==> config.mk <==
export PLATFORM = sky130hd
export DESIGN_NAME = exu_top
export DESIGN_NICKNAME = d
export VERILOG_FILES = /design/src/exu_pkg.sv /design/src/exu_top.sv /design/src/shift_add_mul.sv /design/src/branch_unit.sv /design/src/alu.sv /design/src/operand_forward.sv /design/src/ex_stage_reg.sv
export VERILOG_INCLUDE_DIRS = /design/src /design/src/include
export SDC_FILE = /design/constraint.sdc
export NUM_CORES = 2
export LEC_CHECK = 0
export ABC_AREA = 0
export BUFFER_PORTS_ARGS = -buffer_cell sky130_fd_sc_hd__buf_2
export CORE_ASPECT_RATIO = 1.25
export CORE_UTILIZATION = 30
export CTS_CLUSTER_SIZE = 24
export DETAILED_ROUTE_END_ITERATION = 10
export GPL_TIMING_DRIVEN = 0
export PLACE_DENSITY = 0.57
export SETUP_SLACK_MARGIN = 0.3
export SLEW_MARGIN = 40
export SYNTH_ARGS = -nofsm -noshare
export SYNTH_HDL_FRONTEND = slang
export SYNTH_SLANG_ARGS = --single-unit
==> constraint.sdc <==
create_clock -name clk -period 26.5 [get_ports clk]
set_clock_uncertainty 0.05 [all_clocks]
set_input_delay 6.625 -clock clk [delete_from_list [all_inputs] [get_ports clk]]
set_output_delay 6.625 -clock clk [all_outputs]
set_load 0.1 [all_outputs]
==> src/include/exu_consts.svh <==
`ifndef EXU_CONSTS_SVH
`define EXU_CONSTS_SVH

// datapath and address width
`define EXU_XLEN 64

// register file has 32 entries
`define EXU_REG_IDX_W 5

// sequential pc step, 32-bit instructions only
`define EXU_INST_STEP 4

// one multiplier bit per cycle
`define EXU_MUL_STEPS 64

`endif
==> src/exu_pkg.sv <==
`include "exu_consts.svh"

package exu_pkg;

    typedef logic [`EXU_XLEN-1:0] xword_t;
    typedef logic [`EXU_REG_IDX_W-1:0] reg_idx_t;
    typedef logic [$clog2(`EXU_MUL_STEPS+1)-1:0] mul_cnt_t;  // 0 .. steps

    // operation code delivered by decode
    typedef enum logic [4:0] {
        op_add, op_sub, op_sll, op_slt, op_sltu,      // integer alu
        op_xor, op_srl, op_sra, op_or, op_and,
        op_lui, op_auipc,                             // upper immediates
        op_beq, op_bne, op_blt, op_bge, op_bltu, op_bgeu,
        op_jal, op_jalr,
        op_mul
    } ex_op_t;

    typedef enum logic [1:0] {
        mul_idle,
        mul_run,
        mul_done
    } mul_state_t;

    // decode to execute
    typedef struct packed {
        logic     valid;
        xword_t   pc;
        ex_op_t   op;
        logic     use_imm;  // imm replaces rs2 value as alu operand b
        reg_idx_t rd;
        reg_idx_t rs1;
        reg_idx_t rs2;      // zero when the instruction has no rs2
        xword_t   src_a;
        xword_t   src_b;
        xword_t   imm;
    } id_ex_t;

    // valid means this stage will write data to rd
    typedef struct packed {
        logic     valid;
        reg_idx_t rd;
        xword_t   data;
    } fwd_src_t;

    typedef struct packed {
        logic     valid;
        xword_t   pc;
        reg_idx_t rd;
        xword_t   result;
        xword_t   store_data;
    } ex_mem_t;

endpackage

==> src/exu_top.sv <==
`timescale 1ns/1ps

module exu_top (
    input  logic              clk,
    input  logic              rst_n,
    input  exu_pkg::id_ex_t   id_ex,
    output logic              in_ready,
    input  exu_pkg::fwd_src_t mem_fwd,
    input  exu_pkg::fwd_src_t wb_fwd,
    input  logic              branch_flush,
    output exu_pkg::ex_mem_t  ex_mem,
    input  logic              out_ready,
    output exu_pkg::xword_t   dnpc,
    output logic              pc_update
);

    exu_pkg::id_ex_t ex_q;
    exu_pkg::xword_t op_a;
    exu_pkg::xword_t op_b;
    exu_pkg::xword_t alu_result;
    exu_pkg::xword_t product;
    logic            is_mul;
    logic            mul_busy;
    logic            mul_done;
    logic            mul_block;
    logic            mul_start;

    assign is_mul    = ex_q.valid && (ex_q.op == exu_pkg::op_mul);
    assign mul_block = is_mul && !mul_done;  // waiting on the product
    assign mul_start = is_mul && !mul_busy && !mul_done;
    assign in_ready  = mul_block ? 1'b0 : out_ready;

    ex_stage_reg ex_stage_reg_inst (
        .clk   (clk),
        .rst_n (rst_n),
        .load  (in_ready),
        .flush (branch_flush),
        .d     (id_ex),
        .q     (ex_q)
    );

    operand_forward operand_forward_inst (
        .rs1     (ex_q.rs1),
        .rs2     (ex_q.rs2),
        .src_a   (ex_q.src_a),
        .src_b   (ex_q.src_b),
        .mem_fwd (mem_fwd),
        .wb_fwd  (wb_fwd),
        .op_a    (op_a),
        .op_b    (op_b)
    );

    alu alu_inst (
        .op      (ex_q.op),
        .use_imm (ex_q.use_imm),
        .pc      (ex_q.pc),
        .rs1_val (op_a),
        .rs2_val (op_b),
        .imm     (ex_q.imm),
        .result  (alu_result)
    );

    branch_unit branch_unit_inst (
        .valid     (ex_q.valid),
        .op        (ex_q.op),
        .pc        (ex_q.pc),
        .rs1_val   (op_a),
        .rs2_val   (op_b),
        .imm       (ex_q.imm),
        .out_ready (out_ready),
        .dnpc      (dnpc),
        .pc_update (pc_update)
    );

    // consumed on the edge where the register takes the next instruction
    shift_add_mul shift_add_mul_inst (
        .clk          (clk),
        .rst_n        (rst_n),
        .start        (mul_start),
        .flush        (branch_flush),
        .consume      (in_ready),
        .multiplicand (op_a),
        .multiplier   (op_b),
        .busy         (mul_busy),
        .done         (mul_done),
        .product      (product)
    );

    always_comb begin
        ex_mem.valid      = ex_q.valid && !mul_block;
        ex_mem.pc         = ex_q.pc;
        ex_mem.rd         = ex_q.rd;
        ex_mem.result     = is_mul ? product : alu_result;
        ex_mem.store_data = op_b;  // forwarded rs2
    end

endmodule

==> src/shift_add_mul.sv <==
`timescale 1ns/1ps
`include "exu_consts.svh"

module shift_add_mul (
    input  logic            clk,
    input  logic            rst_n,
    input  logic            start,
    input  logic            flush,
    input  logic            consume,
    input  exu_pkg::xword_t multiplicand,
    input  exu_pkg::xword_t multiplier,
    output logic            busy,
    output logic            done,
    output exu_pkg::xword_t product
);

    exu_pkg::mul_state_t state;
    exu_pkg::mul_cnt_t   cnt;
    exu_pkg::xword_t     acc;
    exu_pkg::xword_t     mcand;   // shifted left each step
    exu_pkg::xword_t     mplier;  // shifted right each step
    logic                launch;
    logic                last_step;

    // a start is ignored while a product is being built
    assign launch    = start && (state != exu_pkg::mul_run);
    assign last_step = (cnt == exu_pkg::mul_cnt_t'(`EXU_MUL_STEPS - 1));

    always_ff @(posedge clk) begin
        if (!rst_n || flush) begin
            state <= exu_pkg::mul_idle;
        end else begin
            case (state)
                exu_pkg::mul_idle: begin
                    if (launch) state <= exu_pkg::mul_run;
                end
                exu_pkg::mul_run: begin
                    if (last_step) state <= exu_pkg::mul_done;
                end
                exu_pkg::mul_done: begin
                    if (launch) begin
                        state <= exu_pkg::mul_run;
                    end else if (consume) begin
                        state <= exu_pkg::mul_idle;
                    end
                end
                default: state <= exu_pkg::mul_idle;
            endcase
        end
    end

    always_ff @(posedge clk) begin
        if (launch) begin
            acc    <= '0;
            mcand  <= multiplicand;
            mplier <= multiplier;
            cnt    <= '0;
        end else if (state == exu_pkg::mul_run) begin
            if (mplier[0]) acc <= acc + mcand;  // bits past 63 drop out
            mcand  <= mcand << 1;
            mplier <= mplier >> 1;
            cnt    <= cnt + 1'b1;
        end
    end

    assign busy    = (state == exu_pkg::mul_run);
    assign done    = (state == exu_pkg::mul_done);
    assign product = acc;

endmodule

==> src/branch_unit.sv <==
`timescale 1ns/1ps
`include "exu_consts.svh"

module branch_unit (
    input  logic            valid,
    input  exu_pkg::ex_op_t op,
    input  exu_pkg::xword_t pc,
    input  exu_pkg::xword_t rs1_val,
    input  exu_pkg::xword_t rs2_val,
    input  exu_pkg::xword_t imm,
    input  logic            out_ready,
    output exu_pkg::xword_t dnpc,
    output logic            pc_update
);

    logic            taken;
    exu_pkg::xword_t target;
    exu_pkg::xword_t seq_pc;

    always_comb begin
        case (op)
            exu_pkg::op_beq:  taken = (rs1_val == rs2_val);
            exu_pkg::op_bne:  taken = (rs1_val != rs2_val);
            exu_pkg::op_blt:  taken = ($signed(rs1_val) < $signed(rs2_val));
            exu_pkg::op_bge:  taken = ($signed(rs1_val) >= $signed(rs2_val));
            exu_pkg::op_bltu: taken = (rs1_val < rs2_val);
            exu_pkg::op_bgeu: taken = (rs1_val >= rs2_val);
            exu_pkg::op_jal,
            exu_pkg::op_jalr: taken = 1'b1;  // jumps always redirect
            default:          taken = 1'b0;
        endcase
    end

    // jalr is register relative, the rest pc relative
    assign target = (op == exu_pkg::op_jalr) ? rs1_val + imm : pc + imm;
    assign seq_pc = pc + exu_pkg::xword_t'(`EXU_INST_STEP);
    assign dnpc   = taken ? target : seq_pc;

    // repeats while held, fetch takes it on the out_ready cycle
    assign pc_update = valid && out_ready && taken;

endmodule

==> src/alu.sv <==
`timescale 1ns/1ps
`include "exu_consts.svh"

module alu (
    input  exu_pkg::ex_op_t op,
    input  logic            use_imm,
    input  exu_pkg::xword_t pc,
    input  exu_pkg::xword_t rs1_val,
    input  exu_pkg::xword_t rs2_val,
    input  exu_pkg::xword_t imm,
    output exu_pkg::xword_t result
);

    exu_pkg::xword_t opnd_a;
    exu_pkg::xword_t opnd_b;
    logic [5:0]      shamt;

    always_comb begin
        case (op)
            exu_pkg::op_auipc: opnd_a = pc;
            exu_pkg::op_lui:   opnd_a = '0;  // lui is 0 + imm
            default:           opnd_a = rs1_val;
        endcase
    end

    assign opnd_b = use_imm ? imm : rs2_val;
    assign shamt  = opnd_b[5:0];  // rv64 shift range

    always_comb begin
        case (op)
            exu_pkg::op_sub:  result = opnd_a - opnd_b;
            exu_pkg::op_sll:  result = opnd_a << shamt;
            exu_pkg::op_slt:  result = exu_pkg::xword_t'($signed(opnd_a) < $signed(opnd_b));
            exu_pkg::op_sltu: result = exu_pkg::xword_t'(opnd_a < opnd_b);
            exu_pkg::op_xor:  result = opnd_a ^ opnd_b;
            exu_pkg::op_srl:  result = opnd_a >> shamt;
            exu_pkg::op_sra:  result = exu_pkg::xword_t'($signed(opnd_a) >>> shamt);
            exu_pkg::op_or:   result = opnd_a | opnd_b;
            exu_pkg::op_and:  result = opnd_a & opnd_b;
            // link value for rd
            exu_pkg::op_jal,
            exu_pkg::op_jalr: result = pc + exu_pkg::xword_t'(`EXU_INST_STEP);
            // add, lui, auipc; branches and mul ignore it
            default:          result = opnd_a + opnd_b;
        endcase
    end

endmodule

==> src/operand_forward.sv <==
`timescale 1ns/1ps

module operand_forward (
    input  exu_pkg::reg_idx_t rs1,
    input  exu_pkg::reg_idx_t rs2,
    input  exu_pkg::xword_t   src_a,
    input  exu_pkg::xword_t   src_b,
    input  exu_pkg::fwd_src_t mem_fwd,
    input  exu_pkg::fwd_src_t wb_fwd,
    output exu_pkg::xword_t   op_a,
    output exu_pkg::xword_t   op_b
);

    // mem is younger than wb, so it wins on a double hit
    function automatic exu_pkg::xword_t pick(
        input exu_pkg::reg_idx_t idx,
        input exu_pkg::xword_t   rf_val,
        input exu_pkg::fwd_src_t mem,
        input exu_pkg::fwd_src_t wb
    );
        exu_pkg::xword_t val;
        val = rf_val;
        if (idx != '0) begin  // x0 reads as the rf value
            if (mem.valid && (mem.rd == idx)) begin
                val = mem.data;
            end else if (wb.valid && (wb.rd == idx)) begin
                val = wb.data;
            end
        end
        return val;
    endfunction

    assign op_a = pick(rs1, src_a, mem_fwd, wb_fwd);
    assign op_b = pick(rs2, src_b, mem_fwd, wb_fwd);

endmodule

==> src/ex_stage_reg.sv <==
`timescale 1ns/1ps

module ex_stage_reg (
    input  logic            clk,
    input  logic            rst_n,
    input  logic            load,
    input  logic            flush,
    input  exu_pkg::id_ex_t d,
    output exu_pkg::id_ex_t q
);

    exu_pkg::id_ex_t ex_reg;

    // flush beats load, otherwise hold while stalled
    always_ff @(posedge clk) begin
        if (!rst_n || flush) begin
            ex_reg <= '0;
        end else if (load) begin
            ex_reg <= d;
        end
    end

    assign q = ex_reg;

endmodule

# Word-level counts from Yosys, hierarchy flattened
# Index checks and enable logic that the tools add are counted.
# totals
reg_bits	479
inputBits	422
out_inout_bits	264
wordCells	114
# op_classes
addsub	7
n_lt_le_gt_ge	6
n_eq_ne	33
shift	3
muxes	23
bitwise	3
reduce_logical	24
# op_table
operator	count
$mux W64	14
$pmux W64 S10	1
$add A64 B64 Y64	4
$lt A64 B64 Y1	4
$ge A64 B64 Y1	2
$pmux W64 S2	1
$add A64 B3 Y64 const B	1
$and A64 B64 Y64	1
$eq A64 B64 Y1	1
$ne A64 B64 Y1	1
$or A64 B64 Y64	1
$shl A64 B6 Y64	1
$shr A64 B6 Y64	1
$sshr A64 B6 Y64	1
$sub A64 B64 Y64	1
$xor A64 B64 Y64	1
$eq A5 B4 Y1 const B	8
$eq A5 B5 Y1 const B	5
$eq A5 B3 Y1 const B	4
$eq A5 B5 Y1	4
$logic_and A1 B1 Y1	12
$eq A5 B2 Y1 const B	2
$reduce_bool A5 Y1	2
$mux W2	4
17 further kinds	22

# Depth between registers and ports, before layout
# logic_depth
depth_word	9
depth_mapped	26
ltp_nobuf	23

# Hierarchy
# A second synthesis with hierarchy kept.
# unflattened
cells_unflattened	7473
hier_area_um2	57929.3
# by_module_without_submodules
module	instances	cells_per_inst	area_per_inst_um2	seq_area_each_um2
alu	1	3738	24103.1	0.0
shift_add_mul	1	1316	11364.6	5305.1
ex_stage_reg	1	897	9914.5	5565.3
branch_unit	1	1094	8008.9	0.0
operand_forward	1	351	3617.2	0.0
exu_top	1	77	920.9	0.0

# Least setup slack after synthesis
# OpenSTA, ideal clock, no wires.
# synth_path
path_kind	input-to-output
start	input port mem_fwd[64] in the netlist's numbering
end	output port dnpc[2]
arrival_time_ns	14.549
t_required_ns	19.825
path_slack_ns	5.276
path_stages	21
path_buffers	3
cell_sequence	xnor2_1 -> and4_1 -> buf_2 -> nand2_1 -> a31oi_2 -> o21ai_0 -> ha_1 -> nor2b_1 -> o21a_1 -> o21a_1 -> o21ai_0 -> a21oi_1 -> or3_1 -> a21oi_1 -> o311ai_0 -> o21a_1 -> o32ai_1 -> o21ai_1 -> clkbuf_1 -> clkbuf_1 -> o21ai_0
# synth_lines
item	line_no	source
from (decl)	exu_top.sv:8	input exu_pkg::fwd_src_t mem_fwd,
to (decl)	exu_top.sv:13	output exu_pkg::xword_t dnpc,

==> metrics.md <==
| Metric | Value |
|---|---|
| Time the worst path needs with I/O delays and setup | `25000 ps` |
| Root Driver | `sky130_fd_sc_hd__clkbuf_16` |
| Number of standard-cell rows in the floorplan | `173` |
| Overall fraction of global-route tracks in use | `54.7%` |
| Commonest register cell after synthesis | `sky130_fd_sc_hd__dfxtp_1` |
| Leakage component of the power | `27.8 nW` |
| Area grow syn2layout | `19.1%` |
| Failing checks | `design-rule violations` |
| Number of gates resized after cts | `0` |
| Number of max-cap violations | `0` |
| Remaining design rule violation count | `3` |
| Aggregate global routing overflow | `0` |
| Layout cells sized above 1 | `17.6%` |
| Number of vias per cell | `6.76` |
| Drt initial violations | `10200` |
| Share of flip-flops with an asynchronous set or reset after synthesis | `0%` |
| Die Span Y | `477 um` |
| Total Die Area | `0.182 mm^2` |
| Clock buffer depth | `3` |
| Number of fillers in the final layout | `19400` |
| Routability Congestion | `1.13` |
| Post-detailed-placement cell area | `0.0623 mm^2` |
| Sum of net half-perimeters after detailed placement | `433000 um` |
| Routed length per placed instance | `47.4 um` |
| Detailed Routing Iterations Pass 1 | `10` |
| Final hold viol count | `0` |
| Post-route cell area | `0.0644 mm^2` |
| Port buffer count | `685` |
| Setup CP Type | `in -> out` |
| Post-Synthesis Net Count | `8497` |
| Initial standard-cell utilization of the core | `30.3%` |
| Antenna Violating Nets Remaining | `0` |
| Number of enable flip-flop cells after synthesis | `128` |
| Crit start category | `input pin` |
| Area share of xor/xnor cells in the synthesized design | `4.07%` |
| Maximum operating frequency | `40.0 MHz` |
| Clock Pin Slew Worst Setup and Hold Paths | `70 ps` |
| CTS tree | `built` |
| Netlist cell types | `93` |
| Worst setup slack for register-to-register paths | `20540 ps` |
| Cells on Worst Hold Path | `2` |
| Wire length of the first global-routing pass | `667000 um` |
| Number of instances in the synthesized netlist | `7686` |
| Peak supply drop | `0.0000543 V` |
| Startpoint of the most critical setup path | `wb_fwd[67]` |
| Arithmetic-cell share of the synthesized area counting full adders, half adders and majority gates | `9.06%` |
| Beginning of the worst register-to-register path | `shift_add_mul_inst.mcand[29]$_DFFE_PP_` |
| Multiplexer share of the synthesized area | `9.24%` |
| Commonest cells after routing, fill and taps aside | `sky130_fd_sc_hd__nand2_1 (1369), sky130_fd_sc_hd__a21oi_1 (862), sky130_fd_sc_hd__buf_2 (779)` |
| Via count of the first global-routing pass | `69200` |
| Main combinational cell family by area after synthesis | `compound AO/OA/AOI/OAI gates` |
| Maximum level of the CTS H-tree | `2` |
| Detailed-route via count | `74100` |
| Routed wire length | `519000 um` |
| Hold-fix buffer count after cts | `0` |
| Logic depth of the worst register-to-register path | `15` |
| Worst hold path class | `reg -> reg` |
| Initial antenna violation count | `82` |
| Leading cell type in the layout, fill and taps excluded | `sky130_fd_sc_hd__nand2_1` |
| Post-synth design cell area | `0.0541 mm^2` |
| Number of buffers inserted by post-CTS setup repair | `0` |
| Terminating pin of the worst hold path | `ex_stage_reg_inst.q[117]$_SDFFE_PP0P_` |
| Required time at the worst-slack endpoint | `19830 ps` |
| Peak fanout along the critical path | `11` |
| Later-pin clock latency in the skew report | `710 ps` |
| Combined flip-flop and latch cell area | `0.0109 mm^2` |
| Avg Cell Area, Syn | `7.03 um^2` |
| Run status | `finished with violations` |
| Number of buffers inserted during clock tree synthesis | `53` |
| Sequential fraction of the synthesis area | `20.1%` |
| Area taken by multi-input logic gates | `0.0401 mm^2` |
| Count of pins on the block boundary | `686` |
| Tightest Pin Transition | `1070 ps` |
| Final count of pins violating max slew | `0` |
| Post-Route Setup TNS | `0 ps` |
| Post-synthesis register bit count | `479` |
| Count of non-filler cells in the finished layout | `11000` |
| Number of warnings reported in the yosys synthesis log | `0` |
| Complex-gate fraction of the synthesized area | `29.7%` |
| Kind of end point of the critical path | `primary output` |
| Setup repair after global routing missed its margin | `no` |
| Worst slew margin | `28.0%` |
| Chip Width | `382 um` |
| Post-Route Hold Slack | `408 ps` |
| Pwr dens | `43.4 mW/mm^2` |
| Cell count after placement | `10800` |
| Total clock sinks | `479` |
| Post-layout util | `36.1%` |
| Area of the placeable core | `0.178 mm^2` |
| Beginning of the worst hold path | `ex_stage_reg_inst.q[117]$_SDFFE_PP0P_` |
| Post-synthesis share of cell area spent on and, or, nand and nor gates | `20.6%` |
| Worst endpoint data arrival time | `18330 ps` |
| Capture instance of the worst register-to-register path | `shift_add_mul_inst.product[63]$_SDFFE_PP0P_` |
| Final net count | `9300` |
| Pin count of the biggest net entering global routing | `20` |
| Period utilisation layout | `94.3%` |
| Setup violators final | `0` |
where the power goes:
| group | switching (mW) | leakage, nW | total, mW | internal [mW] |
|---|---|---|---|---|
| clock network | 0.375 | 0.880 | 0.793 | 0.419 |
| registers | 0.0296 | 4.01 | 0.791 | 0.761 |
| logic | 0.950 | 22.9 | 1.21 | 0.260 |
worst max-delay path: stages:
cell and delay, ps:
sky130_fd_sc_hd__buf_2 220, sky130_fd_sc_hd__xnor2_1 170, sky130_fd_sc_hd__nand4_1 220, sky130_fd_sc_hd__o22ai_1 400
sky130_fd_sc_hd__o31ai_1 130, sky130_fd_sc_hd__nor2_2 660, sky130_fd_sc_hd__buf_4 560, sky130_fd_sc_hd__buf_4 430
sky130_fd_sc_hd__buf_4 440, sky130_fd_sc_hd__buf_2 740, sky130_fd_sc_hd__buf_2 830, sky130_fd_sc_hd__buf_4 540
sky130_fd_sc_hd__ha_1 350, sky130_fd_sc_hd__nor2b_1 160, sky130_fd_sc_hd__o311ai_1 660, sky130_fd_sc_hd__a221oi_1 330
sky130_fd_sc_hd__a2111oi_2 820, sky130_fd_sc_hd__o21bai_1 450, sky130_fd_sc_hd__o211ai_1 570, sky130_fd_sc_hd__a221oi_1 300
sky130_fd_sc_hd__a21oi_1 700, sky130_fd_sc_hd__o21ai_1 280, sky130_fd_sc_hd__a311o_1 460, sky130_fd_sc_hd__xor2_1 160
sky130_fd_sc_hd__o221ai_1 180, sky130_fd_sc_hd__o22a_1 330, sky130_fd_sc_hd__buf_2 490
kinds of logic after synthesis:
family / count (synthesis)
multiplexers: 483
buffers and inverters: 934
XOR/XNOR: 251
AO/OA/AOI/OAI: 2536
AND/OR/NAND/NOR: 2614
adder cells (fa/ha/maj): 389
flip-flops: 479
layer usage:
metal	vias up	part of all wire, %	GRT usage [%]	routed length, um
li1	29500	-	-	-
met1	35800	33	55.0	169000
met2	6357	42	81.0	216000
met3	2444	12	21.2	60100
met4	28	14	63.8	74400
met5	-	0.051	0.661	267
synthesized netlist by cell type (all sizes together), types with 79 or more instances:
cell type	number	area (um^2)
buf	199	1140
o22ai	170	1060
mux2i	354	3540
clkbuf	435	1640
nand3	191	956
o211ai	94	706
mux2	129	1450
a221o	80	801
nand2	1371	5150
ha	385	4820
a21o	138	1040
o2111ai	79	692
nor3	103	521
o21ai	509	2550
dfxtp	351	7030
a21oi	886	4430
inv	300	1130
edfxtp	128	3840
xor2	94	823
xnor2	157	1380
nor2	607	2280
a211oi	82	621
layout make-up:
cell class | count | share of cell area [%]
Antenna cell | 64 | 0.249
Timing Repair Buffer | 748 | 6.76
Sequential cell | 479 | 16.9
Inverter | 300 | 1.75
Clock inverter | 29 | 0.439
Clock buffer | 69 | 2.33
Multi-Input combinational cell | 6273 | 62.3
Buffer | 634 | 4.68
Tap cell | 2362 | 4.59
how the worst max path moves through the flow:
stage / slack (ps) / to / cells after the start
detailed placement: 2660 / ex_mem[127] / 28
finish: 1500 / ex_mem[127] / 27
global route: 1950 / ex_mem[127] / 28
global placement: 780 / ex_mem[64] / 26
floorplan: 5280 / dnpc[2] / 21
CTS: 2660 / ex_mem[127] / 28
stage by stage:
stage	setup WS (ps)	power, mW
after floorplan	5280	1.40
after global placement	781	1.91
after detailed placement	2660	1.93
after CTS	2660	2.70
after global routing	1950	2.79
final	1500	2.79
flip-flops by register name, summed over array words and instances (netlist names):
name and cells:
ex_stage_reg_inst.q 278, shift_add_mul_inst.cnt 7, shift_add_mul_inst.mcand 64, shift_add_mul_inst.mplier 64, shift_add_mul_inst.product 64, shift_add_mul_inst.state 2
(Power assumes the default switching activity.)
